**src/verilog/ccc_pkg.sv**
```systemverilog
// CCC handler shared definitions
package ccc_pkg;

  // 8-bit command code, bit 7 marks a direct CCC
  typedef logic [7:0] ccc_code_t;

  // Broadcast commands
  localparam ccc_code_t CCC_BCAST_ENEC    = 8'h00;
  localparam ccc_code_t CCC_BCAST_DISEC   = 8'h01;
  localparam ccc_code_t CCC_BCAST_RSTDAA  = 8'h06;
  localparam ccc_code_t CCC_BCAST_SETMWL  = 8'h09;
  localparam ccc_code_t CCC_BCAST_SETMRL  = 8'h0A;
  localparam ccc_code_t CCC_BCAST_SETAASA = 8'h29;

  // Direct commands
  localparam ccc_code_t CCC_DIRECT_ENEC   = 8'h80;
  localparam ccc_code_t CCC_DIRECT_DISEC  = 8'h81;
  localparam ccc_code_t CCC_DIRECT_SETMWL = 8'h89;
  localparam ccc_code_t CCC_DIRECT_SETMRL = 8'h8A;
  localparam ccc_code_t CCC_DIRECT_GETMWL = 8'h8B;
  localparam ccc_code_t CCC_DIRECT_GETMRL = 8'h8C;
  localparam ccc_code_t CCC_DIRECT_GETPID = 8'h8D;
  localparam ccc_code_t CCC_DIRECT_GETBCR = 8'h8E;
  localparam ccc_code_t CCC_DIRECT_GETDCR = 8'h8F;

  // I3C broadcast address
  localparam logic [6:0] RSVD_ADDR = 7'h7E;

  // Longest GET response, GETPID
  localparam int unsigned GET_MAX_BYTES = 6;
  localparam int unsigned GET_CNT_W     = $clog2(GET_MAX_BYTES + 1);

  // Third GETMRL byte, max IBI payload
  localparam logic [7:0] MRL_IBI_SIZE = 8'hFF;

  // From the bus layer
  typedef struct packed {
    logic       rx_done;
    logic [7:0] rx_data;
    logic       tx_done;
    logic       start_det;
    logic       rstart_det;
    logic       stop_det;
  } bus_rsp_t;

  // To the bus layer, held until the matching done
  typedef struct packed {
    logic       rx_req_bit;
    logic       rx_req_byte;
    logic       tx_req_bit;
    logic       tx_req_byte;
    logic [7:0] tx_value;
  } bus_req_t;

  // Addresses the target answers to
  typedef struct packed {
    logic [6:0] sta_addr;
    logic       sta_valid;
    logic [6:0] dyn_addr;
    logic       dyn_valid;
  } target_addr_t;

  // Fixed device identity
  typedef struct packed {
    logic [7:0]  bcr;
    logic [7:0]  dcr;
    logic [47:0] pid;
  } dev_info_t;

  // One received data byte
  typedef struct packed {
    logic       valid;
    logic [2:0] index;
    logic [7:0] data;
  } rx_byte_t;

  // Settings written by SET commands
  typedef struct packed {
    logic [15:0] mwl;
    logic [15:0] mrl;
    logic        mwl_we;
    logic        mrl_we;
    logic        ev_ibi;
    logic        ev_crr;
    logic        ev_hj;
  } ccc_cfg_t;

  // Address events for the target
  typedef struct packed {
    logic       rstdaa;
    logic       set_da;
    logic [6:0] da;
  } addr_event_t;

endpackage

```
**src/verilog/ccc_frame_fsm.sv**
```systemverilog
// CCC framing state machine
`timescale 1ns/100ps

module ccc_frame_fsm
  import ccc_pkg::*;
(
  input  logic         clk_i,
  input  logic         rst_ni,
  input  ccc_code_t    ccc_i,
  input  logic         ccc_valid_i,
  input  bus_rsp_t     bus_rsp_i,
  input  target_addr_t addr_i,
  input  logic [7:0]   tx_byte_i,
  input  logic         tx_last_i,
  output bus_req_t     bus_req_o,
  output ccc_code_t    cmd_o,
  output rx_byte_t     rx_byte_o,
  output logic         bcast_end_o,
  output logic         tx_load_o,
  output logic         tx_next_o,
  output logic         done_o
);

  typedef enum logic [3:0] {
    WaitCcc,
    RxTbit,
    RxData,
    RxDataTbit,
    RxDirectByte,
    RxDirectAddr,
    TxAddrAck,
    TxData,
    TxDataTbit,
    IgnoreUntilSr,
    DoneCcc
  } state_e;

  state_e     state_q;
  state_e     state_d;
  ccc_code_t  cmd_q;
  logic [7:0] data_q;
  logic [2:0] idx_q;
  logic       rnw_q;
  logic       last_q;
  logic       is_direct;
  logic       sr_det;
  logic [6:0] rx_addr;
  logic       addr_hit;

  assign is_direct = cmd_q[7];
  assign rx_addr   = bus_rsp_i.rx_data[7:1];

  // Some monitors flag Sr as a plain START
  assign sr_det = bus_rsp_i.rstart_det | bus_rsp_i.start_det;

  // Dynamic address wins once assigned
  always_comb begin : addr_match
    if (rx_addr == RSVD_ADDR) begin
      addr_hit = 1'b0;
    end else if (addr_i.dyn_valid) begin
      addr_hit = (rx_addr == addr_i.dyn_addr);
    end else begin
      addr_hit = addr_i.sta_valid && (rx_addr == addr_i.sta_addr);
    end
  end

  always_comb begin : next_state
    state_d = state_q;
    unique case (state_q)
      WaitCcc: begin
        if (ccc_valid_i) state_d = RxTbit;
      end
      // T-bit of the command code byte
      RxTbit: begin
        if (bus_rsp_i.rx_done) state_d = is_direct ? RxDirectByte : RxData;
      end
      RxData: begin
        if (is_direct && sr_det) state_d = RxDirectAddr;
        else if (bus_rsp_i.rx_done) state_d = RxDataTbit;
      end
      RxDataTbit: begin
        if (bus_rsp_i.rx_done) state_d = RxData;
      end
      // Direct CCC, target address follows Sr
      RxDirectByte: begin
        if (sr_det) state_d = RxDirectAddr;
      end
      RxDirectAddr: begin
        if (bus_rsp_i.rx_done) state_d = addr_hit ? TxAddrAck : IgnoreUntilSr;
      end
      TxAddrAck: begin
        if (bus_rsp_i.tx_done) state_d = rnw_q ? TxData : RxData;
      end
      TxData: begin
        if (sr_det) state_d = RxDirectAddr;
        else if (bus_rsp_i.tx_done) state_d = TxDataTbit;
      end
      TxDataTbit: begin
        if (bus_rsp_i.tx_done) state_d = last_q ? IgnoreUntilSr : TxData;
      end
      // Not addressed, stay silent
      IgnoreUntilSr: begin
        if (sr_det) state_d = RxDirectAddr;
      end
      DoneCcc: begin
        state_d = WaitCcc;
      end
      default: begin
        state_d = WaitCcc;
      end
    endcase
  end

  // Requests follow the state, drop once the state moves on
  always_comb begin : bus_requests
    bus_req_o = '0;
    unique case (state_q)
      RxTbit, RxDataTbit: begin
        bus_req_o.rx_req_bit = 1'b1;
      end
      RxData, RxDirectAddr: begin
        bus_req_o.rx_req_byte = 1'b1;
      end
      TxAddrAck: begin
        // ACK is driven low
        bus_req_o.tx_req_bit = 1'b1;
        bus_req_o.tx_value   = 8'h00;
      end
      TxData: begin
        bus_req_o.tx_req_byte = 1'b1;
        bus_req_o.tx_value    = tx_byte_i;
      end
      TxDataTbit: begin
        // High while more bytes follow
        bus_req_o.tx_req_bit = 1'b1;
        bus_req_o.tx_value   = {7'b0, ~last_q};
      end
      default: begin
      end
    endcase
  end

  // STOP ends the CCC from any state
  always_ff @(posedge clk_i or negedge rst_ni) begin : state_reg
    if (!rst_ni) begin
      state_q <= WaitCcc;
    end else if (bus_rsp_i.stop_det) begin
      state_q <= DoneCcc;
    end else begin
      state_q <= state_d;
    end
  end

  always_ff @(posedge clk_i or negedge rst_ni) begin : ctrl_regs
    if (!rst_ni) begin
      cmd_q  <= '0;
      idx_q  <= '0;
      rnw_q  <= 1'b0;
      last_q <= 1'b0;
    end else begin
      if (state_q == WaitCcc && ccc_valid_i) begin
        cmd_q <= ccc_i;
      end
      // Index restarts per CCC and per addressed target
      if ((state_q == WaitCcc && ccc_valid_i) ||
          (state_q == TxAddrAck && bus_rsp_i.tx_done)) begin
        idx_q <= '0;
      end else if (state_q == RxDataTbit && bus_rsp_i.rx_done && idx_q != 3'd7) begin
        idx_q <= idx_q + 3'd1;
      end
      if (state_q == RxDirectAddr && bus_rsp_i.rx_done) begin
        rnw_q <= bus_rsp_i.rx_data[0];
      end
      // Count moves on with tx_next, so keep the last flag
      if (state_q == TxData && bus_rsp_i.tx_done) begin
        last_q <= tx_last_i;
      end
    end
  end

  always_ff @(posedge clk_i) begin : data_reg
    if (state_q == RxData && bus_rsp_i.rx_done) begin
      data_q <= bus_rsp_i.rx_data;
    end
  end

  assign cmd_o           = cmd_q;
  assign rx_byte_o.valid = (state_q == RxDataTbit) && bus_rsp_i.rx_done;
  assign rx_byte_o.index = idx_q;
  assign rx_byte_o.data  = data_q;
  assign bcast_end_o     = (state_q == RxTbit) && bus_rsp_i.rx_done && !is_direct;
  assign tx_load_o       = (state_q == TxAddrAck) && bus_rsp_i.tx_done && rnw_q;
  assign tx_next_o       = (state_q == TxData) && bus_rsp_i.tx_done;
  assign done_o          = (state_q == DoneCcc);

endmodule

```
**src/verilog/ccc_get_mux.sv**
```systemverilog
// GET response byte selection
`timescale 1ns/100ps

module ccc_get_mux
  import ccc_pkg::*;
(
  input  logic       clk_i,
  input  logic       rst_ni,
  input  ccc_code_t  cmd_i,
  input  logic       tx_load_i,
  input  logic       tx_next_i,
  input  dev_info_t  dev_info_i,
  input  ccc_cfg_t   cfg_i,
  output logic [7:0] tx_byte_o,
  output logic       tx_last_o
);

  logic [GET_CNT_W-1:0] cnt_q;
  logic [GET_CNT_W-1:0] cnt_len;
  logic [5:0]           pid_lsb;

  // Response length per GET code
  always_comb begin : len_sel
    case (cmd_i)
      CCC_DIRECT_GETBCR, CCC_DIRECT_GETDCR: cnt_len = GET_CNT_W'(1);
      CCC_DIRECT_GETMWL:                    cnt_len = GET_CNT_W'(2);
      CCC_DIRECT_GETMRL:                    cnt_len = GET_CNT_W'(3);
      CCC_DIRECT_GETPID:                    cnt_len = GET_CNT_W'(GET_MAX_BYTES);
      default:                              cnt_len = '0;
    endcase
  end

  // Bytes left to send, current one included
  always_ff @(posedge clk_i or negedge rst_ni) begin : byte_cnt
    if (!rst_ni) begin
      cnt_q <= '0;
    end else if (tx_load_i) begin
      cnt_q <= cnt_len;
    end else if (tx_next_i && cnt_q != '0) begin
      cnt_q <= cnt_q - GET_CNT_W'(1);
    end
  end

  // PID goes out MSB first, count 6 picks bits 47:40
  assign pid_lsb = {cnt_q - GET_CNT_W'(1), 3'b000};

  always_comb begin : byte_sel
    tx_byte_o = 8'h00;
    case (cmd_i)
      CCC_DIRECT_GETBCR: tx_byte_o = dev_info_i.bcr;
      CCC_DIRECT_GETDCR: tx_byte_o = dev_info_i.dcr;
      CCC_DIRECT_GETMWL: begin
        tx_byte_o = (cnt_q == GET_CNT_W'(2)) ? cfg_i.mwl[15:8] : cfg_i.mwl[7:0];
      end
      CCC_DIRECT_GETMRL: begin
        if (cnt_q == GET_CNT_W'(3)) tx_byte_o = cfg_i.mrl[15:8];
        else if (cnt_q == GET_CNT_W'(2)) tx_byte_o = cfg_i.mrl[7:0];
        else tx_byte_o = MRL_IBI_SIZE;
      end
      CCC_DIRECT_GETPID: begin
        if (cnt_q != '0) tx_byte_o = dev_info_i.pid[pid_lsb +: 8];
      end
      default: begin
        tx_byte_o = 8'h00;
      end
    endcase
  end

  // Zero count also ends a read of a non-GET code
  assign tx_last_o = (cnt_q <= GET_CNT_W'(1));

endmodule

```
**src/verilog/ccc_set_regs.sv**
```systemverilog
// CCC settings register block
`timescale 1ns/100ps

module ccc_set_regs
  import ccc_pkg::*;
(
  input  logic         clk_i,
  input  logic         rst_ni,
  input  ccc_code_t    cmd_i,
  input  rx_byte_t     rx_byte_i,
  input  logic         bcast_end_i,
  input  target_addr_t addr_i,
  output ccc_cfg_t     cfg_o,
  output addr_event_t  addr_evt_o
);

  ccc_cfg_t    cfg_q;
  addr_event_t evt_q;
  logic        is_mwl;
  logic        is_mrl;
  logic        is_enec;
  logic        is_disec;
  logic        byte0;
  logic        byte1;
  logic        aasa_hit;

  // Broadcast and direct forms share the handling
  assign is_mwl   = cmd_i inside {CCC_BCAST_SETMWL, CCC_DIRECT_SETMWL};
  assign is_mrl   = cmd_i inside {CCC_BCAST_SETMRL, CCC_DIRECT_SETMRL};
  assign is_enec  = cmd_i inside {CCC_BCAST_ENEC, CCC_DIRECT_ENEC};
  assign is_disec = cmd_i inside {CCC_BCAST_DISEC, CCC_DIRECT_DISEC};

  assign byte0 = rx_byte_i.valid && (rx_byte_i.index == 3'd0);
  assign byte1 = rx_byte_i.valid && (rx_byte_i.index == 3'd1);

  // SETAASA only if a static address exists
  assign aasa_hit = bcast_end_i && (cmd_i == CCC_BCAST_SETAASA) && addr_i.sta_valid;

  always_ff @(posedge clk_i or negedge rst_ni) begin : cfg_reg
    if (!rst_ni) begin
      cfg_q <= '0;
    end else begin
      cfg_q.mwl_we <= 1'b0;
      cfg_q.mrl_we <= 1'b0;

      // MSB first, byte 1 completes the value
      if (is_mwl && byte0) begin
        cfg_q.mwl[15:8] <= rx_byte_i.data;
      end
      if (is_mwl && byte1) begin
        cfg_q.mwl[7:0] <= rx_byte_i.data;
        cfg_q.mwl_we   <= 1'b1;
      end
      if (is_mrl && byte0) begin
        cfg_q.mrl[15:8] <= rx_byte_i.data;
      end
      if (is_mrl && byte1) begin
        cfg_q.mrl[7:0] <= rx_byte_i.data;
        cfg_q.mrl_we   <= 1'b1;
      end

      // Event bits: 0 IBI, 1 controller role, 3 hot-join
      if (is_enec && byte0) begin
        cfg_q.ev_ibi <= cfg_q.ev_ibi | rx_byte_i.data[0];
        cfg_q.ev_crr <= cfg_q.ev_crr | rx_byte_i.data[1];
        cfg_q.ev_hj  <= cfg_q.ev_hj | rx_byte_i.data[3];
      end
      if (is_disec && byte0) begin
        cfg_q.ev_ibi <= cfg_q.ev_ibi & ~rx_byte_i.data[0];
        cfg_q.ev_crr <= cfg_q.ev_crr & ~rx_byte_i.data[1];
        cfg_q.ev_hj  <= cfg_q.ev_hj & ~rx_byte_i.data[3];
      end
    end
  end

  always_ff @(posedge clk_i or negedge rst_ni) begin : evt_reg
    if (!rst_ni) begin
      evt_q <= '0;
    end else begin
      evt_q.rstdaa <= bcast_end_i && (cmd_i == CCC_BCAST_RSTDAA);
      evt_q.set_da <= aasa_hit;
      // Static address becomes the dynamic one
      if (aasa_hit) begin
        evt_q.da <= addr_i.sta_addr;
      end
    end
  end

  assign cfg_o      = cfg_q;
  assign addr_evt_o = evt_q;

endmodule

```
**src/verilog/ccc_top.sv**
```systemverilog
// I3C target CCC handler
`timescale 1ns/100ps

module ccc_top
  import ccc_pkg::*;
(
  input  logic         clk_i,
  input  logic         rst_ni,
  input  ccc_code_t    ccc_i,
  input  logic         ccc_valid_i,
  input  bus_rsp_t     bus_rsp_i,
  output bus_req_t     bus_req_o,
  input  target_addr_t addr_i,
  input  dev_info_t    dev_info_i,
  output logic         done_o,
  output ccc_cfg_t     cfg_o,
  output addr_event_t  addr_evt_o
);

  ccc_code_t  cmd;
  rx_byte_t   rx_byte;
  logic       bcast_end;
  logic       tx_load;
  logic       tx_next;
  logic [7:0] tx_byte;
  logic       tx_last;

  // Framing and address match
  ccc_frame_fsm u_frame_fsm (
    .clk_i       (clk_i),
    .rst_ni      (rst_ni),
    .ccc_i       (ccc_i),
    .ccc_valid_i (ccc_valid_i),
    .bus_rsp_i   (bus_rsp_i),
    .addr_i      (addr_i),
    .tx_byte_i   (tx_byte),
    .tx_last_i   (tx_last),
    .bus_req_o   (bus_req_o),
    .cmd_o       (cmd),
    .rx_byte_o   (rx_byte),
    .bcast_end_o (bcast_end),
    .tx_load_o   (tx_load),
    .tx_next_o   (tx_next),
    .done_o      (done_o)
  );

  // GET data, reads back stored MWL and MRL
  ccc_get_mux u_get_mux (
    .clk_i      (clk_i),
    .rst_ni     (rst_ni),
    .cmd_i      (cmd),
    .tx_load_i  (tx_load),
    .tx_next_i  (tx_next),
    .dev_info_i (dev_info_i),
    .cfg_i      (cfg_o),
    .tx_byte_o  (tx_byte),
    .tx_last_o  (tx_last)
  );

  // SET registers and address events
  ccc_set_regs u_set_regs (
    .clk_i       (clk_i),
    .rst_ni      (rst_ni),
    .cmd_i       (cmd),
    .rx_byte_i   (rx_byte),
    .bcast_end_i (bcast_end),
    .addr_i      (addr_i),
    .cfg_o       (cfg_o),
    .addr_evt_o  (addr_evt_o)
  );

endmodule

```
**config.mk**
```make
export PLATFORM = sky130hd
export DESIGN_NAME = ccc_top
export DESIGN_NICKNAME = d
export VERILOG_FILES = /design/src/verilog/ccc_pkg.sv /design/src/verilog/ccc_frame_fsm.sv /design/src/verilog/ccc_get_mux.sv /design/src/verilog/ccc_set_regs.sv /design/src/verilog/ccc_top.sv
export SDC_FILE = /design/constraint.sdc
export NUM_CORES = 1
export LEC_CHECK = 0
export CAP_MARGIN = 20
export CORE_ASPECT_RATIO = 0.7
export CORE_UTILIZATION = 28
export DETAILED_ROUTE_END_ITERATION = 6
export DONT_BUFFER_PORTS = 1
export PLACE_DENSITY = 0.54
export SYNTH_ARGS = -nofsm -noshare
export SYNTH_HDL_FRONTEND = slang
export SYNTH_HIERARCHICAL = 1
export SYNTH_SLANG_ARGS = --single-unit
```
**constraint.sdc**
```tcl
create_clock -name clk_i -period 2.42 [get_ports clk_i]
set_clock_uncertainty 0.15 [all_clocks]
set_input_delay 0.484 -clock clk_i [delete_from_list [all_inputs] [get_ports clk_i]]
set_output_delay 0.484 -clock clk_i [all_outputs]
set_load 0.1 [all_outputs]
```
# Yosys cells after proc, flatten, opt, wreduce, memory -nomap -nowiden
# Cells that the tools add are included.
[op_classes] n_lt_le_gt_ge=1 n_reduce_logical=43 addsub=2 n_eq_ne=40 bitwise=11 n_shift=1 mux=38
[op_table] op="8-bit equality test (second input constant)" n=9
[op_table] op="4-bit 2-to-1 mux" n=14
[op_table] op="48-bit by 7-bit indexed part select with 8-bit output" n=1
[op_table] op="8-bit case mux with 5 select lines" n=1
[op_table] op="4-bit case mux with 9 select lines" n=1
[op_table] op="8-bit 2-to-1 mux" n=4
[op_table] op="1-bit logical AND" n=24
[op_table] op="3-bit 2-to-1 mux" n=8
[op_table] op="3-bit inequality test (second input constant)" n=7
[op_table] op="4-bit by 3-bit equality test with 1-bit output (second input constant)" n=4
[op_table] op="8-bit by 4-bit equality test with 1-bit output (second input constant)" n=2
[op_table] op="8-bit case mux with 2 select lines" n=1
[op_table] op="7-bit equality test" n=2
[op_table] op="2-bit nonzero test" n=7
[op_table] op="4-bit equality test (second input constant)" n=3
[op_table] op="3-bit case mux with 4 select lines" n=1
[op_table] op="2-bit OR reduction" n=5
[op_table] op="9-bit AND reduction" n=1
[op_table] op="4-bit by 2-bit equality test with 1-bit output (second input constant)" n=2
[op_table] op="8-bit by 1-bit equality test with 1-bit output (second input constant)" n=1
[op_table] op="8-bit by 3-bit equality test with 1-bit output (second input constant)" n=1
[op_table] op="8-bit by 6-bit equality test with 1-bit output (second input constant)" n=1
[op_table] op="8-bit zero test" n=1
[op_table] op="1-bit 2-to-1 mux" n=8
[op_table] op="17 further kinds" n=27
[word_totals] inputBits=104 out_inout_bits=59 elab_cells=155 reg_bits=74

# Depth between registers and ports, before layout
[depth] word_depth=8 ltp_mapped=11 depth_no_buf=8

# Hierarchy
# The synthesis kept the hierarchy.
[by_module_without_submodules] mod="ccc_set_regs" area_each_um2=1841.8 cells_per_inst=116 n_inst=1 seq_area_each_um2=1151.1
[by_module_without_submodules] mod="ccc_frame_fsm" area_each_um2=1534.0 cells_per_inst=155 n_inst=1 seq_area_each_um2=665.6
[by_module_without_submodules] mod="ccc_get_mux" area_each_um2=1239.9 cells_per_inst=192 n_inst=1 seq_area_each_um2=75.1

# Worst setup path before layout
# OpenSTA, ideal clock, no wires.
[synth_path] kind="reg2out" startpoint="register u_frame_fsm.state_q[3]" endpoint="output port bus_req_o[11] in the netlist's numbering" stages_incl_launch_ff=4 slack_ns=-0.938 path_buffers=2 t_arrival_ns=2.724 required_time_ns=1.786 cell_sequence="dfrtp_1 buf_2 buf_1 nor3_1"
[synth_rtl] item="start: declaration" line="ccc_frame_fsm.sv:38" source="state_e state_q;"
[synth_rtl] item="start signal: assignment" line="ccc_frame_fsm.sv:146" source="state_q <= WaitCcc;"
[synth_rtl] item="start signal: assignment" line="ccc_frame_fsm.sv:148" source="state_q <= DoneCcc;"
[synth_rtl] item="start signal: assignment" line="ccc_frame_fsm.sv:150" source="state_q <= state_d;"
[synth_rtl] item="end: declaration" line="ccc_top.sv:12" source="output bus_req_t bus_req_o,"

==> results_dict.tcl <==
set metrics [dict create \
    grt_pass1_wl_um 23000 \
    setup_violations 8 \
    worst-slew-pin-transition_ns 0.900 \
    syn_avg_cell_area_um2 9.97 \
    worst_path_max_delay_cell "dfrtp_2" \
    routed_wire_length_per_instance_um 19.5 \
    layout-area-overhead-vs-synth_pct 36.2 \
    synth.lib_cells_used.distinct 54 \
    vias_in_the_first_global_route 4097 \
    dp_hpwl_um 12200 \
    share_seq_of_total_power_pct 26.4 \
    gr-total-overflow 0 \
    fin_ws_ns -0.416 \
    cp_max_fo 5 \
    timing.rr.end "u_set_regs/cfg_o[34]" \
    dr_total_vias 3910 \
    slew-limit-headroom_pct 40.0 \
    drv.max_cap_violation_count 0 \
    grt.total_usage_pct 18.2 \
    startpoint_type "register" \
    worstPathRequired_ns 1.79 \
    netlist_area_um2 4620 \
    yosys_register_bits 74 \
    worst_case_hold_path_end_point "u_frame_fsm/state_q[0]" \
    drive_above_1_share_pct 41.9 \
    synthesis.yosys.warnings 6 \
    leakagePower_nw 2.85 \
    tritoncts "built" \
    synthesis.instances 463 \
    ioPinCount 163 \
    clock_tree_buffer_depth 2 \
    unrepaired_setup_endpoints_after_global_routing "yes" \
    netSwitchingFraction_pct 44.7 \
    fp.dieW_um 155 \
    critical_path_buf_inv_count 3 \
    fmax_mhz 353 \
    buffers_on_ports 0 \
    dominantRegCellSynth "dfrtp_1" \
    post_dp_cell_area_um2 5720 \
    rr_startpoint "u_frame_fsm/cmd_o[4]" \
    vias_per_cell 5.00 \
    worst_r2r_path_depth 6 \
    tritoncts_num_sinks 74 \
    power.ir.vdd_worst_uv 593 \
    synth.net_count 574 \
    hold_class "primary input to register" \
    die-area_um2 17000 \
    layout.filler_cells 1568 \
    cpLargestDelayFamily "simple AND/OR/NAND/NOR gates" \
    cp_slowest_stage_delay_ns 0.44 \
    timing_worst_setup_path_type "register to primary output" \
    final.min_clock_period_ns 2.84 \
    p_switching_mw 2.87 \
    failed_checks "negative setup slack" \
    core-area_um2 15800 \
    grt_antenna_before_repair 2 \
    fin_util_pct 39.8 \
    cells_along_the_critical_path "inv_8 > ha_4 > nor2b_4 > buf_4 > buf_6 > mux2i_1 > nor2_1 > o21ai_1 > nand3_1 > and2_4" \
    setup.worst_path.start "u_get_mux/cnt_q[0]" \
    finalWeightedCongestion 0.918 \
    worst_hold_startpoint "bus_rsp_i[0]" \
    maximum_number_of_pins_on_one_net_before_global_route_repair 67 \
    report.final.hold_viol_count 0 \
    power.density_cell_area_nw_per_um2 1020 \
    power.clock.fraction_pct 19.2 \
    finalInstanceArea_um2 6290 \
    cts_made_buffers 9 \
    drc 0 \
    final_antenna_net_count 0 \
    post_layout_nonfiller_instances 782 \
    ys_top_cells_by_area "dfrtp_1 36%, mux2_2 12%, mux2i_1 8.5%, edfxtp_1 5.2%, nor2_1 4.1%" \
    intPower_mw 3.55 \
    synth.yosys.seq_area_share_pct 41.0 \
    route.final.wire_length_um 15200 \
    worst_hold_path.num_cells 1 \
    placed_cells_incl_taps 755 \
    drv_slew 0 \
    synth.largest_area_cell "dfrtp_1" \
    outcome "finished with violations" \
    worstSkewPairLatency_ns 0.33 \
    floorplan.rows 38 \
    combPwrFrac_pct 54.4 \
    design.final.nets 667 \
    die_h_um 109 \
    drt_first_pass_iters 5 \
    clockRootBuffer "clkbuf_16" \
    post-synth-top-area-fraction_pct 35.8 \
    synth_async_sr_flop_share_pct 89.2 \
    floorplan.initialDensity_pct 29.2 \
    critical_path.endpoint_type "primary output" \
    cts.clk_slew.worst_paths_ns 0.06 \
    synth_enable_flop_cells 8 \
    cp.arrival_ns 2.20 \
    drt_first_iter_violations 228 \
    worst-r2r-setup-slack_ns 0 \
    htreeDepth 3 \
    fin_crit_sh_pct 117 \
    fin_worst_hold_slack_ns 0.0505 \
]
==> placed cells by master, fill, tap and decap left out, drive strengths merged, types with 3 or more instances in the layout <==
| cell type | synthesis | layout |
|---|---|---|
| ha | 7 | 7 |
| nand3 | 18 | 18 |
| nor2b | 4 | 4 |
| buf | 16 | 104 |
| nor3b | 4 | 4 |
| nor2 | 50 | 50 |
| clkinv | 0 | 3 |
| clkbuf | 7 | 10 |
| nand2 | 23 | 23 |
| mux2i | 39 | 39 |
| o22ai | 11 | 11 |
| nor4 | 3 | 3 |
| nand3b | 3 | 3 |
| nand4 | 5 | 5 |
| nor4b | 3 | 3 |
| nor3 | 11 | 11 |
| edfxtp | 8 | 8 |
| inv | 18 | 19 |
| xnor2 | 15 | 15 |
| dfrtp | 66 | 66 |
| a21oi | 18 | 18 |
| nand2b | 10 | 10 |
| mux2 | 49 | 49 |
| nand4b | 4 | 4 |
| and2 | 9 | 9 |
| o21ai | 38 | 38 |
==> layer usage <==
metal / share of wire [%] / vias to the layer above / global-route usage (%)
met2: 45 / 186 / 29.7
met1: 44 / 1847 / 23.4
met4: 0.80 / 0 / 2.94
met3: 9.8 / 20 / 6.74
li1: - / 1857 / -
met5: 0 / - / 0
==> kinds of logic (layout without fill, tap and decap cells) <==
logic type / count (synthesis) / count (layout) / synth area share, %
simple gates: 154 / 154 / 19.0
fa+ha+maj: 7 / 7 / 1.90
buf+inv: 41 / 139 / 3.82
other cells: 0 / 1 / 0
compound gates: 82 / 82 / 10.7
xor+xnor: 17 / 17 / 3.23
flops: 74 / 74 / 41.0
mux: 88 / 88 / 20.4
==> worst reg2reg max path: cells and delay by family (launching register included) <==
kind	cells	cell delay [ns]
buffers and inverters	3	0.54
flip-flops	1	0.40
multiplexers	1	0.34
AND/OR/NAND/NOR	2	0.86
==> worst max path at each step <==
stage,slack (ns),end,cells past startpoint
2_1_floorplan,-0.12,bus_req_o[0],11
3_3_place_gp,-0.18,bus_req_o[0],9
3_5_place_dp,-0.16,bus_req_o[0],9
4_1_cts,-0.44,bus_req_o[0],8
5_1_grt,-0.52,bus_req_o[3],8
6_report,-0.42,bus_req_o[4],10
==> flip-flops by register name (all words and copies together), names as in the netlist, named ones only <==
name	cells
u_frame_fsm/data_q	8
u_frame_fsm/cmd_o	8
u_get_mux/cnt_q	3
u_frame_fsm/last_q	1
u_set_regs/addr_evt_o	9
u_frame_fsm/rnw_q	1
u_set_regs/cfg_o	34
u_frame_fsm/idx_q	3
u_frame_fsm/state_q	4
==> per-stage QoR <==
step | TNS [ns] | power, mW | worst slack, ns
2_1_floorplan | -1.87 | 4.04 | -0.117
3_3_place_gp | -0.906 | 4.90 | -0.178
3_5_place_dp | -1.28 | 4.95 | -0.164
4_1_cts | -3.15 | 6.42 | -0.440
5_1_grt | -4.46 | 6.81 | -0.517
6_report | -3.08 | 6.42 | -0.416
==> Yosys cell counts (11+ instances only) <==
library cell and number:
a21oi_1 18, o21ai_1 18, inv_1 18, mux2i_1 39
xnor2_1 15, buf_2 11, mux2_2 49, nor2_1 50
nand2_1 23, o21ai_0 20, o22ai_1 11, dfrtp_1 66
nand3_1 17
==> power by group through the flow <==
stage / sequential (mW) / clock [mW] / combinational, mW
floorplan: 1.93 / 0 / 2.11
global placement: 1.70 / 0 / 3.19
detailed placement: 1.71 / 0 / 3.24
CTS: 1.69 / 1.27 / 3.46
global route: 1.73 / 1.32 / 3.77
finish: 1.69 / 1.23 / 3.50
==> area by class of cell <==
cell class / count / area (um2) / area share [%]
Timing Repair Buffer: 105 / 910 / 14.5
Tap cell: 220 / 275 / 4.38
Sequential cell: 74 / 1890 / 30.1
Clock inverter: 6 / 43.8 / 0.696
Inverter: 18 / 75.1 / 1.19
Clock buffer: 10 / 229 / 3.64
Antenna cell: 1 / 2.50 / 0.0398
Multi-Input combinational cell: 348 / 2860 / 45.5
==> timing repair <==
action,CTS,global route
endpoints found under the hold margin,66,0
hold buffers,2,0
setup endpoints to repair,17,40
pin swaps,12,12
resized for setup,30,15
buffers inserted,6,3
No activity file was read; power rests on OpenSTA's default activity.
